--- src/source/des_pkg.sv ---
`default_nettype none

package des_pkg;

	localparam int des_rounds   = 16;  // Feistel rounds per block
	localparam int des_block_w  = 64;
	localparam int des_half_w   = 32;
	localparam int des_key_w    = 64;  // Parity bits included, never checked
	localparam int des_cd_w     = 28;  // C and D halves after PC1
	localparam int des_subkey_w = 48;
	localparam int des_cnt_w    = 4;   // Round counter

	// Entries are 1-based source bit numbers, bit 1 is the MSB as in the standard
	// Entry k drives output bit k counted from the LSB, upper entries unused
	typedef logic [63:0][7:0] perm_table_t;

	localparam perm_table_t ip_table = {
		8'd58, 8'd50, 8'd42, 8'd34, 8'd26, 8'd18, 8'd10, 8'd2,
		8'd60, 8'd52, 8'd44, 8'd36, 8'd28, 8'd20, 8'd12, 8'd4,
		8'd62, 8'd54, 8'd46, 8'd38, 8'd30, 8'd22, 8'd14, 8'd6,
		8'd64, 8'd56, 8'd48, 8'd40, 8'd32, 8'd24, 8'd16, 8'd8,
		8'd57, 8'd49, 8'd41, 8'd33, 8'd25, 8'd17, 8'd9,  8'd1,
		8'd59, 8'd51, 8'd43, 8'd35, 8'd27, 8'd19, 8'd11, 8'd3,
		8'd61, 8'd53, 8'd45, 8'd37, 8'd29, 8'd21, 8'd13, 8'd5,
		8'd63, 8'd55, 8'd47, 8'd39, 8'd31, 8'd23, 8'd15, 8'd7
	};

	localparam perm_table_t fp_table = {  // Inverse of IP
		8'd40, 8'd8, 8'd48, 8'd16, 8'd56, 8'd24, 8'd64, 8'd32,
		8'd39, 8'd7, 8'd47, 8'd15, 8'd55, 8'd23, 8'd63, 8'd31,
		8'd38, 8'd6, 8'd46, 8'd14, 8'd54, 8'd22, 8'd62, 8'd30,
		8'd37, 8'd5, 8'd45, 8'd13, 8'd53, 8'd21, 8'd61, 8'd29,
		8'd36, 8'd4, 8'd44, 8'd12, 8'd52, 8'd20, 8'd60, 8'd28,
		8'd35, 8'd3, 8'd43, 8'd11, 8'd51, 8'd19, 8'd59, 8'd27,
		8'd34, 8'd2, 8'd42, 8'd10, 8'd50, 8'd18, 8'd58, 8'd26,
		8'd33, 8'd1, 8'd41, 8'd9,  8'd49, 8'd17, 8'd57, 8'd25
	};

	localparam perm_table_t e_table = {{16{8'd0}},  // 32 to 48 bit expansion
		8'd32, 8'd1,  8'd2,  8'd3,  8'd4,  8'd5,
		8'd4,  8'd5,  8'd6,  8'd7,  8'd8,  8'd9,
		8'd8,  8'd9,  8'd10, 8'd11, 8'd12, 8'd13,
		8'd12, 8'd13, 8'd14, 8'd15, 8'd16, 8'd17,
		8'd16, 8'd17, 8'd18, 8'd19, 8'd20, 8'd21,
		8'd20, 8'd21, 8'd22, 8'd23, 8'd24, 8'd25,
		8'd24, 8'd25, 8'd26, 8'd27, 8'd28, 8'd29,
		8'd28, 8'd29, 8'd30, 8'd31, 8'd32, 8'd1
	};

	localparam perm_table_t p_table = {{32{8'd0}},
		8'd16, 8'd7,  8'd20, 8'd21, 8'd29, 8'd12, 8'd28, 8'd17,
		8'd1,  8'd15, 8'd23, 8'd26, 8'd5,  8'd18, 8'd31, 8'd10,
		8'd2,  8'd8,  8'd24, 8'd14, 8'd32, 8'd27, 8'd3,  8'd9,
		8'd19, 8'd13, 8'd30, 8'd6,  8'd22, 8'd11, 8'd4,  8'd25
	};

	// PC1 drops the parity bits 8, 16 .. 64
	localparam perm_table_t pc1_table = {{8{8'd0}},
		8'd57, 8'd49, 8'd41, 8'd33, 8'd25, 8'd17, 8'd9,
		8'd1,  8'd58, 8'd50, 8'd42, 8'd34, 8'd26, 8'd18,
		8'd10, 8'd2,  8'd59, 8'd51, 8'd43, 8'd35, 8'd27,
		8'd19, 8'd11, 8'd3,  8'd60, 8'd52, 8'd44, 8'd36,
		8'd63, 8'd55, 8'd47, 8'd39, 8'd31, 8'd23, 8'd15,
		8'd7,  8'd62, 8'd54, 8'd46, 8'd38, 8'd30, 8'd22,
		8'd14, 8'd6,  8'd61, 8'd53, 8'd45, 8'd37, 8'd29,
		8'd21, 8'd13, 8'd5,  8'd28, 8'd20, 8'd12, 8'd4
	};

	localparam perm_table_t pc2_table = {{16{8'd0}},  // Bit numbers within C:D
		8'd14, 8'd17, 8'd11, 8'd24, 8'd1,  8'd5,
		8'd3,  8'd28, 8'd15, 8'd6,  8'd21, 8'd10,
		8'd23, 8'd19, 8'd12, 8'd4,  8'd26, 8'd8,
		8'd16, 8'd7,  8'd27, 8'd20, 8'd13, 8'd2,
		8'd41, 8'd52, 8'd31, 8'd37, 8'd47, 8'd55,
		8'd30, 8'd40, 8'd51, 8'd45, 8'd33, 8'd48,
		8'd44, 8'd49, 8'd39, 8'd56, 8'd34, 8'd53,
		8'd46, 8'd42, 8'd50, 8'd36, 8'd29, 8'd32
	};

	// S1 first, each box row-major with index row*16 + col
	localparam logic [0:7][0:63][3:0] sbox_table = {
		64'hE4D12FB83A6C5907, 64'h0F74E2D1A6CB9538,
		64'h41E8D62BFC973A50, 64'hFC8249175B3EA06D,
		64'hF18E6B34972DC05A, 64'h3D47F28EC01A69B5,
		64'h0E7BA4D158C6932F, 64'hD8A13F42B67C05E9,
		64'hA09E63F51DC7B428, 64'hD709346A285ECBF1,
		64'hD6498F30B12C5AE7, 64'h1AD069874FE3B52C,
		64'h7DE3069A1285BC4F, 64'hD8B56F03472C1AE9,
		64'hA690CB7DF13E5284, 64'h3F06A1D8945BC72E,
		64'h2C417AB6853FD0E9, 64'hEB2C47D150FA3986,
		64'h421BAD78F9C5630E, 64'hB8C71E2D6F09A453,
		64'hC1AF92680D34E75B, 64'hAF427C9561DE0B38,
		64'h9EF528C3704A1DB6, 64'h432C95FABE17608D,
		64'h4B2EF08D3C975A61, 64'hD0B7491AE35C2F86,
		64'h14BDC37EAF680592, 64'h6BD814A7950FE23C,
		64'hD2846FB1A93E50C7, 64'h1FD8A374C56B0E92,
		64'h7B419CE206ADF358, 64'h21E74A8DFC90356B
	};

	localparam logic [0:15][1:0] shift_table = {  // Left rotations, round 1 first
		2'd1, 2'd1, 2'd2, 2'd2, 2'd2, 2'd2, 2'd2, 2'd2,
		2'd1, 2'd2, 2'd2, 2'd2, 2'd2, 2'd2, 2'd2, 2'd1
	};

	// Input right aligned in din, result right aligned in the return value
	function automatic logic [63:0] des_permute(
		input logic [63:0] din,
		input int in_w,
		input perm_table_t tbl,
		input int out_w
	);
		logic [63:0] dout;
		dout = '0;
		for (int k = 0; k < 64; k++) begin
			if (k < out_w) begin
				dout[k] = din[in_w - int'(tbl[k])];  // Bit n sits at in_w - n
			end
		end
		return dout;
	endfunction

endpackage

`default_nettype wire

--- src/source/des_regs_pkg.sv ---
`default_nettype none

package des_regs_pkg;

	localparam int apb_addr_w = 5;
	localparam int apb_data_w = 32;

	// Byte addresses, word aligned
	localparam logic [apb_addr_w-1:0] reg_ctrl    = 5'h00;  // Write only
	localparam logic [apb_addr_w-1:0] reg_status  = 5'h04;  // Read only
	localparam logic [apb_addr_w-1:0] reg_key_hi  = 5'h08;
	localparam logic [apb_addr_w-1:0] reg_key_lo  = 5'h0C;
	localparam logic [apb_addr_w-1:0] reg_data_hi = 5'h10;
	localparam logic [apb_addr_w-1:0] reg_data_lo = 5'h14;
	localparam logic [apb_addr_w-1:0] reg_res_hi  = 5'h18;  // Read only
	localparam logic [apb_addr_w-1:0] reg_res_lo  = 5'h1C;  // Read only

	localparam int ctrl_start_bit  = 0;
	localparam int status_busy_bit = 0;
	localparam int status_done_bit = 1;  // Sticky until next start

endpackage

`default_nettype wire

--- src/source/des_key_schedule.sv ---
`timescale 1ns/10ps
`default_nettype none

module des_key_schedule (
	input  wire logic                            clk,
	input  wire logic                            rst_n,
	input  wire logic                            load,     // Same cycle as accepted start
	input  wire logic                            advance,  // High in each round cycle
	input  wire logic [des_pkg::des_key_w-1:0]   key,
	output logic      [des_pkg::des_subkey_w-1:0] subkey
);
	import des_pkg::*;

	logic [des_cd_w-1:0]    c_q, d_q;      // Rotated state up to previous round
	logic [des_cd_w-1:0]    c_rot, d_rot;  // State for the current round
	logic [des_cnt_w-1:0]   round_idx;
	logic [1:0]             shift_amt;
	logic [des_key_w-1:0]   pc1_out;
	logic [des_key_w-1:0]   pc2_out;

	function automatic logic [des_cd_w-1:0] rotate_left(
		input logic [des_cd_w-1:0] cd,
		input logic [1:0]          amt
	);
		if (amt == 2'd2) begin
			return {cd[des_cd_w-3:0], cd[des_cd_w-1 -: 2]};
		end
		return {cd[des_cd_w-2:0], cd[des_cd_w-1]};
	endfunction

	assign pc1_out   = des_permute(key, des_key_w, pc1_table, 2 * des_cd_w);
	assign shift_amt = shift_table[round_idx];
	assign c_rot     = rotate_left(c_q, shift_amt);
	assign d_rot     = rotate_left(d_q, shift_amt);

	// PC2 over the 56-bit C:D, zero padded to the function width
	assign pc2_out = des_permute({{(des_key_w - 2 * des_cd_w){1'b0}}, c_rot, d_rot},
		2 * des_cd_w, pc2_table, des_subkey_w);
	assign subkey  = pc2_out[des_subkey_w-1:0];

	always_ff @(posedge clk or negedge rst_n) begin
		if (!rst_n) begin
			round_idx <= '0;
		end else if (load) begin
			round_idx <= '0;
		end else if (advance) begin
			round_idx <= round_idx + 1'b1;  // Wraps to 0 after round 16
		end
	end

	always_ff @(posedge clk) begin  // C and D payload
		if (load) begin
			c_q <= pc1_out[2*des_cd_w-1:des_cd_w];
			d_q <= pc1_out[des_cd_w-1:0];
		end else if (advance) begin
			c_q <= c_rot;
			d_q <= d_rot;
		end
	end

endmodule

`default_nettype wire

--- src/source/des_round.sv ---
`timescale 1ns/10ps
`default_nettype none

module des_round (
	input  wire logic [des_pkg::des_half_w-1:0]   l_in,
	input  wire logic [des_pkg::des_half_w-1:0]   r_in,
	input  wire logic [des_pkg::des_subkey_w-1:0] subkey,
	output logic      [des_pkg::des_half_w-1:0]   l_out,
	output logic      [des_pkg::des_half_w-1:0]   r_out
);
	import des_pkg::*;

	logic [des_block_w-1:0]  e_full;    // Expansion, right aligned
	logic [des_block_w-1:0]  p_full;
	logic [des_subkey_w-1:0] mixed;     // E(R) xor K
	logic [des_half_w-1:0]   sbox_out;

	assign e_full = des_permute(des_block_w'(r_in), des_half_w, e_table, des_subkey_w);
	assign mixed  = e_full[des_subkey_w-1:0] ^ subkey;

	always_comb begin : sbox_lookup
		logic [5:0] six;
		sbox_out = '0;
		for (int s = 0; s < 8; s++) begin
			six = mixed[des_subkey_w-1 - 6*s -: 6];  // S1 takes the top six bits
			// Row from outer bits, column from the middle four
			sbox_out[des_half_w-1 - 4*s -: 4] = sbox_table[s][{six[5], six[0], six[4:1]}];
		end
	end

	assign p_full = des_permute(des_block_w'(sbox_out), des_half_w, p_table, des_half_w);

	assign l_out = r_in;
	assign r_out = l_in ^ p_full[des_half_w-1:0];

endmodule

`default_nettype wire

--- src/source/des_encryption.sv ---
`timescale 1ns/10ps
`default_nettype none

module des_encryption (
	input  wire logic                             clk,
	input  wire logic                             rst_n,
	input  wire logic                             start,
	input  wire logic [des_pkg::des_block_w-1:0]  message,
	input  wire logic [des_pkg::des_subkey_w-1:0] subkey,
	output logic                                  load_key,
	output logic                                  advance_key,
	output logic                                  busy,
	output logic                                  done,    // One cycle after round 16
	output logic      [des_pkg::des_block_w-1:0]  result
);
	import des_pkg::*;

	typedef enum logic [1:0] {
		st_idle,
		st_round,
		st_finished
	} state_t;

	state_t                 state, next_state;
	logic [des_cnt_w-1:0]   round_cnt;  // Rounds done so far in st_round
	logic [des_block_w-1:0] block_q;    // L:R working block
	logic [des_block_w-1:0] ip_block;
	logic [des_half_w-1:0]  l_next, r_next;
	logic                   start_acc;
	logic                   last_round;

	assign start_acc  = start && (state == st_idle);  // Ignored unless idle
	assign last_round = (round_cnt == des_cnt_w'(des_rounds - 1));

	always_ff @(posedge clk or negedge rst_n) begin
		if (!rst_n) begin
			state <= st_idle;
		end else begin
			state <= next_state;
		end
	end

	always_comb begin
		next_state = state;
		case (state)
			st_idle:     if (start_acc) next_state = st_round;
			st_round:    if (last_round) next_state = st_finished;
			st_finished: next_state = st_idle;  // Done pulse lasts one cycle
			default:     next_state = st_idle;
		endcase
	end

	always_ff @(posedge clk or negedge rst_n) begin
		if (!rst_n) begin
			round_cnt <= '0;
		end else if (start_acc) begin
			round_cnt <= '0;
		end else if (state == st_round) begin
			round_cnt <= round_cnt + 1'b1;
		end
	end

	assign ip_block = des_permute(message, des_block_w, ip_table, des_block_w);

	des_round u_round (
		.l_in   (block_q[des_block_w-1:des_half_w]),
		.r_in   (block_q[des_half_w-1:0]),
		.subkey (subkey),
		.l_out  (l_next),
		.r_out  (r_next)
	);

	always_ff @(posedge clk) begin
		if (start_acc) begin
			block_q <= ip_block;  // IP at the accepting edge
		end else if (state == st_round) begin
			block_q <= {l_next, r_next};
		end
	end

	// Final swap R16:L16 before FP, held in block_q until the next start
	assign result = des_permute({block_q[des_half_w-1:0], block_q[des_block_w-1:des_half_w]},
		des_block_w, fp_table, des_block_w);

	assign load_key    = start_acc;
	assign advance_key = (state == st_round);
	assign busy        = (state != st_idle);  // Covers the done cycle too
	assign done        = (state == st_finished);

endmodule

`default_nettype wire

--- src/source/des_apb_regs.sv ---
`timescale 1ns/10ps
`default_nettype none

module des_apb_regs (
	input  wire logic                                clk,
	input  wire logic                                rst_n,
	input  wire logic                                psel,
	input  wire logic                                penable,
	input  wire logic                                pwrite,
	input  wire logic [des_regs_pkg::apb_addr_w-1:0] paddr,
	input  wire logic [des_regs_pkg::apb_data_w-1:0] pwdata,
	input  wire logic                                busy,
	input  wire logic                                done,
	input  wire logic [des_pkg::des_block_w-1:0]     result,
	output logic      [des_regs_pkg::apb_data_w-1:0] prdata,
	output logic                                     pready,
	output logic                                     pslverr,
	output logic                                     start,  // Pulse on completed ctrl write
	output logic      [des_pkg::des_key_w-1:0]       key,
	output logic      [des_pkg::des_block_w-1:0]     message
);
	import des_regs_pkg::*;

	logic [apb_data_w-1:0] key_hi, key_lo;
	logic [apb_data_w-1:0] data_hi, data_lo;
	logic [apb_data_w-1:0] res_hi, res_lo;
	logic [apb_data_w-1:0] status_word;
	logic                  done_q;  // Sticky done
	logic                  access;
	logic                  hit_ctrl, hit_status, hit_key_hi, hit_key_lo;
	logic                  hit_data_hi, hit_data_lo, hit_res_hi, hit_res_lo;
	logic                  hit_core_cfg;  // Registers the core depends on
	logic                  bad_access;
	logic                  wr_ok;

	assign access = psel && penable;

	assign hit_ctrl    = (paddr == reg_ctrl);
	assign hit_status  = (paddr == reg_status);
	assign hit_key_hi  = (paddr == reg_key_hi);
	assign hit_key_lo  = (paddr == reg_key_lo);
	assign hit_data_hi = (paddr == reg_data_hi);
	assign hit_data_lo = (paddr == reg_data_lo);
	assign hit_res_hi  = (paddr == reg_res_hi);
	assign hit_res_lo  = (paddr == reg_res_lo);

	assign hit_core_cfg = hit_ctrl || hit_key_hi || hit_key_lo || hit_data_hi || hit_data_lo;

	// Unmapped, or a write to a read-only register
	assign bad_access = !(hit_core_cfg || hit_status || hit_res_hi || hit_res_lo) ||
		(pwrite && (hit_status || hit_res_hi || hit_res_lo));

	assign pready  = !(access && pwrite && busy && hit_core_cfg);  // Hold config writes
	assign pslverr = access && pready && bad_access;
	assign wr_ok   = access && pwrite && pready && !bad_access;
	assign start   = wr_ok && hit_ctrl && pwdata[ctrl_start_bit];

	always_ff @(posedge clk or negedge rst_n) begin
		if (!rst_n) begin
			key_hi  <= '0;
			key_lo  <= '0;
			data_hi <= '0;
			data_lo <= '0;
		end else if (wr_ok) begin
			if (hit_key_hi) key_hi <= pwdata;
			if (hit_key_lo) key_lo <= pwdata;
			if (hit_data_hi) data_hi <= pwdata;
			if (hit_data_lo) data_lo <= pwdata;
		end
	end

	always_ff @(posedge clk or negedge rst_n) begin
		if (!rst_n) begin
			res_hi <= '0;
			res_lo <= '0;
			done_q <= 1'b0;
		end else if (start) begin
			done_q <= 1'b0;  // Cleared by a new job
		end else if (done) begin
			{res_hi, res_lo} <= result;
			done_q           <= 1'b1;
		end
	end

	always_comb begin
		status_word                  = '0;
		status_word[status_busy_bit] = busy;
		status_word[status_done_bit] = done_q;
	end

	always_comb begin  // Read mux, ctrl reads as zero
		case (paddr)
			reg_status:  prdata = status_word;
			reg_key_hi:  prdata = key_hi;
			reg_key_lo:  prdata = key_lo;
			reg_data_hi: prdata = data_hi;
			reg_data_lo: prdata = data_lo;
			reg_res_hi:  prdata = res_hi;
			reg_res_lo:  prdata = res_lo;
			default:     prdata = '0;
		endcase
	end

	assign key     = {key_hi, key_lo};
	assign message = {data_hi, data_lo};  // Stable while the core runs

endmodule

`default_nettype wire

--- src/source/des_top.sv ---
`timescale 1ns/10ps
`default_nettype none

module des_top (
	input  wire logic                                clk,
	input  wire logic                                rst_n,
	input  wire logic                                psel,
	input  wire logic                                penable,
	input  wire logic                                pwrite,
	input  wire logic [des_regs_pkg::apb_addr_w-1:0] paddr,
	input  wire logic [des_regs_pkg::apb_data_w-1:0] pwdata,
	output logic      [des_regs_pkg::apb_data_w-1:0] prdata,
	output logic                                     pready,
	output logic                                     pslverr
);
	import des_pkg::*;

	logic                    start;
	logic                    busy, done;
	logic                    load_key, advance_key;
	logic [des_key_w-1:0]    key;
	logic [des_block_w-1:0]  message;
	logic [des_block_w-1:0]  result;
	logic [des_subkey_w-1:0] subkey;  // Current round key

	des_apb_regs u_regs (
		.clk     (clk),
		.rst_n   (rst_n),
		.psel    (psel),
		.penable (penable),
		.pwrite  (pwrite),
		.paddr   (paddr),
		.pwdata  (pwdata),
		.busy    (busy),
		.done    (done),
		.result  (result),
		.prdata  (prdata),
		.pready  (pready),
		.pslverr (pslverr),
		.start   (start),
		.key     (key),
		.message (message)
	);

	des_encryption u_core (
		.clk         (clk),
		.rst_n       (rst_n),
		.start       (start),
		.message     (message),
		.subkey      (subkey),
		.load_key    (load_key),
		.advance_key (advance_key),
		.busy        (busy),
		.done        (done),
		.result      (result)
	);

	des_key_schedule u_keys (
		.clk     (clk),
		.rst_n   (rst_n),
		.load    (load_key),
		.advance (advance_key),
		.key     (key),
		.subkey  (subkey)
	);

endmodule

`default_nettype wire

--- config.mk ---
export PLATFORM = sky130hd
export DESIGN_NAME = des_top
export DESIGN_NICKNAME = d
export VERILOG_FILES = /design/src/source/des_pkg.sv /design/src/source/des_regs_pkg.sv /design/src/source/des_key_schedule.sv /design/src/source/des_round.sv /design/src/source/des_encryption.sv /design/src/source/des_apb_regs.sv /design/src/source/des_top.sv
export SDC_FILE = /design/constraint.sdc
export NUM_CORES = 1
export LEC_CHECK = 0
export BUFFER_PORTS_ARGS = -buffer_cell sky130_fd_sc_hd__buf_4
export CAP_MARGIN = 20
export CORE_ASPECT_RATIO = 1.2
export CORE_MARGIN = 5
export CORE_UTILIZATION = 40
export CTS_CLUSTER_SIZE = 30
export DETAILED_ROUTE_END_ITERATION = 10
export PLACE_DENSITY = 0.64
export SETUP_SLACK_MARGIN = 0.02
export SLEW_MARGIN = 20
export SYNTH_ARGS = -nofsm -noshare
export SYNTH_HDL_FRONTEND = slang
export SYNTH_HIERARCHICAL = 1
export SYNTH_SLANG_ARGS = --single-unit
--- constraint.sdc ---
create_clock -name clk -period 7 [get_ports clk]
set_clock_uncertainty 0.2 [all_clocks]
set_input_delay 1.4 -clock clk [delete_from_list [all_inputs] [get_ports clk]]
set_output_delay 1.4 -clock clk [all_outputs]
set_load 0.01 [all_outputs]
==> metrics <==
# rows=93; Worst Hold Class=register to register; Post-CTS Resized=0; clk sinks=between 300 and 400; Post-synth EDFFs=120; Synth Flop Type=dfrtp_1; Switch Pwr=roughly 0.0045 W; Initial Util=slightly above 40%; # diodes=0; Setup Viol. Count Final=0; initial antenna violation count=0; CTS H-tree lvls=2; Clk network pwr share=16.9%; largest net degree at the start of global routing=around 120; Ports=between 70 and 80; Area Overhead vs Synth=8.53%; Max Clock Freq=about 180 MHz; ys async rst share=between 60% and 70%; worst slew pin tran=1130 ps; global-route wire length before repair=slightly above 100,000 um; Die X=~220 um; VDD IR max=approximately 210 uV; cts hold-fix bufs=0; gpl congestion=0.900; total clock buffers created by CTS=35; total track usage=22.0%; P_int=between 0.005 and 0.006 W; via count=around 17,000; Syn Inst Count=approximately 2,100; vias per cell=approximately 6.0; CTS tree=yes; Clock Latency Late Sink=about 530 ps; Root Driver=clkbuf_16; Seq cells post-synth=around 320; Netlist cell types=79; GRT overflow=0; # port buffers=75; Ys Warns=6; Pwr per Cell Area=roughly 430 mW/mm^2; wire length per cell=about 24 um; register area share after synthesis=around 40%; vias in the first global route=16,700; CP arrival=5730 ps; Remaining DRCs=0; Final Max Slew Viols=0; post-layout min period=roughly 5600 ps; Logic pwr share=around 60%; fillcell total=roughly 5,100; sequential share of power=roughly 24%; required time of the critical path=slightly above 7000 ps; Pwr Total=just over 0.01 W; ratio of cells with drive above 1 in the final layout=a little under a quarter; synthesized area=0.0218 sq mm; post-synth net total=~2,200; Core Area=between 0.05 and 0.06 sq mm; max_cap viols=0; area share of the largest cell type after synthesis=23.3%; Critical Path Start=u_keys/round_idx[1]$_DFFE_PN0P_; HP Start=u_core/round_cnt[3]$_DFFE_PN0P_; leakage power total=9.85 nW; CP Launch Type=register; Worst slew margin=24.5%; die area=a little under 0.06 sq mm; Die H=around 270 um; sw frac=between 40% and 50%; crit path kind=register to register; count of final hold-check violations=0; syn_area_per_cell=between 10 and 15 sq um; CTS Buffer Depth=3; setup bufs post-CTS=0; Routed Wire Length=between 60,000 and 70,000 um; CP endpoint kind=register; Synth area leaders=dfrtp_1 (23%), edfxtp_1 (17%), mux2_2 (12%); RR Startpoint=u_keys/round_idx[1]$_DFFE_PN0P_; Final #Nets=roughly 2,200; RSZ-0062 raised after global routing=false; crit-path max FO=57; Routed Antenna Nets=0; Worst-path clk slew=about 60 ps; biggest area consumer among synthesized cells=dfrtp_1; Pre-antenna DRT Iters=6; period utilization=80.7%; detailed placer's ending HPWL=45,600 um; initial drt markers=~1,700; setup TNS=0 ps; outcome=finished clean
## cell type report
cell class	instances	area [sq um]	area share, %
clock inverters	6	36.3	0.153
clock buffers	55	1000	4.23
flip-flops and latches	323	8680	36.7
multi-input cells	1560	12000	50.8
inverters	42	163	0.687
well taps	712	891	3.76
repair buffers	110	870	3.67
## worst max-delay path, stage by stage (launching register included)
cell and delay, ps:
dfrtp_1 450, inv_1 100, ha_1 190, or4b_4 830, o211a_4 360, buf_4 300
mux2_2 340, xor2_1 800, inv_1 290, ha_1 310, mux4_2 460, mux4_2 480
xnor2_1 140, nand2_1 70, nand2_1 60
## routing by layer
layer / GRT usage [%] / vias to the layer above / part of all wire [%]
li1: - / 7613 / -
met1: 30.5 / 8524 / 42
met2: 35.8 / 705 / 47
met3: 2.95 / 113 / 7.0
met4: 7.54 / 0 / 3.6
met5: 0 / - / 0
## kinds of logic (layout without fill, tap and decap cells)
group                      count (synthesis)  in the layout  share of synthesized area [%]
buffers and inverters                    222            213                           5.50
muxes                                    305            305                           17.1
AOI/OAI and AO/OA                        441            441                           14.8
DFF                                      323            323                           39.8
and+or+nand+nor                          616            616                           13.0
adders and majority gates                 67             67                           3.84
xor gates and xnor gates                 131            131                           6.03
## cell usage in the layout, fill, tap and decap left out, drive strengths merged, types with 4 or more instances in the layout
cell,n
a311oi,4
and2,5
inv,41
ha,67
nand4,4
a22oi,92
nor2b,60
a21oi,57
o311ai,6
mux2i,34
o2111ai,62
o31ai,10
o22ai,6
clkinv,6
a211o,6
a211oi,19
o221ai,5
dfrtp,203
clkbuf,56
xnor2,73
nand2,316
edfxtp,120
buf,109
o211ai,76
mux4,27
xor2,58
nand2b,62
nor2,71
nand3,55
nor3,26
a221oi,6
mux2,244
o21ai,36
a31oi,22
## sequential cells by signal (all words and copies together), names as in the netlist
name              cells
u_keys/c_q           28
u_regs/data_lo       32
u_regs/res_hi        32
u_regs/done_q         1
u_keys/d_q           28
u_core/round_cnt      4
u_regs/data_hi       32
u_keys/round_idx      4
u_core/block_q       64
u_regs/res_lo        32
u_core/state          2
u_regs/key_lo        32
u_regs/key_hi        32
## final timing paths
| check | slack [ps] | endpoint | depth (start not counted) |
|---|---|---|---|
| hold / removal | 300 | u_core/round_cnt[3]$_DFFE_PN0P_ | 1 |
| hold reg to reg | 300 | u_core/round_cnt[3]$_DFFE_PN0P_ | 1 |
| setup reg to reg | 1350 | u_core/block_q[30]$_DFFE_PP_ | 14 |
| max in group asynchronous | 4380 | u_regs/key_lo[12]$_DFFE_PN0P_ | 2 |
| setup / recovery | 1350 | u_core/block_q[30]$_DFFE_PP_ | 14 |
| min in group asynchronous | 750 | u_regs/key_lo[8]$_DFFE_PN0P_ | 1 |
## power by group through the flow
stage,Clock [W],Combinational [W],Sequential (W)
finish,0.00173,0.00601,0.00248
global route,0.00184,0.00651,0.00249
CTS,0.00176,0.00589,0.00248
detailed placement,0,0.00586,0.00251
global placement,0,0.00575,0.00251
floorplan,0,0.00466,0.00241
## synth_stat cells, types with 35 or more instances
master / count
ha_1: 67
xor2_1: 46
a21oi_1: 57
nor2b_1: 60
xnor2_1: 64
nand2b_1: 62
o211ai_1: 75
a22oi_1: 92
nand2_1: 315
buf_4: 43
mux2_2: 234
clkbuf_1: 79
dfrtp_1: 203
buf_2: 35
nand3_1: 55
o2111ai_1: 62
edfxtp_1: 120
nor2_1: 69
## per-stage QoR
| stage | utilization [%] | hold WS [ps] | cell area (sq um) | std cells | setup WS (ps) |
|---|---|---|---|---|---|
| 6_report | 44.0 | 301 | 23700 | 2808 | 1350 |
| 5_1_grt | 44.0 | 321 | 23700 | 2808 | 1120 |
| 4_1_cts | 43.9 | 306 | 23600 | 2808 | 1430 |
| 3_5_place_dp | 41.9 | 293 | 22600 | 2747 | 1460 |
| 3_3_place_gp | 41.9 | 269 | 22600 | 2747 | 1150 |
| 2_1_floorplan | - | 245 | 21800 | 2105 | 2080 |
No activity file was read; power rests on OpenSTA's default activity.
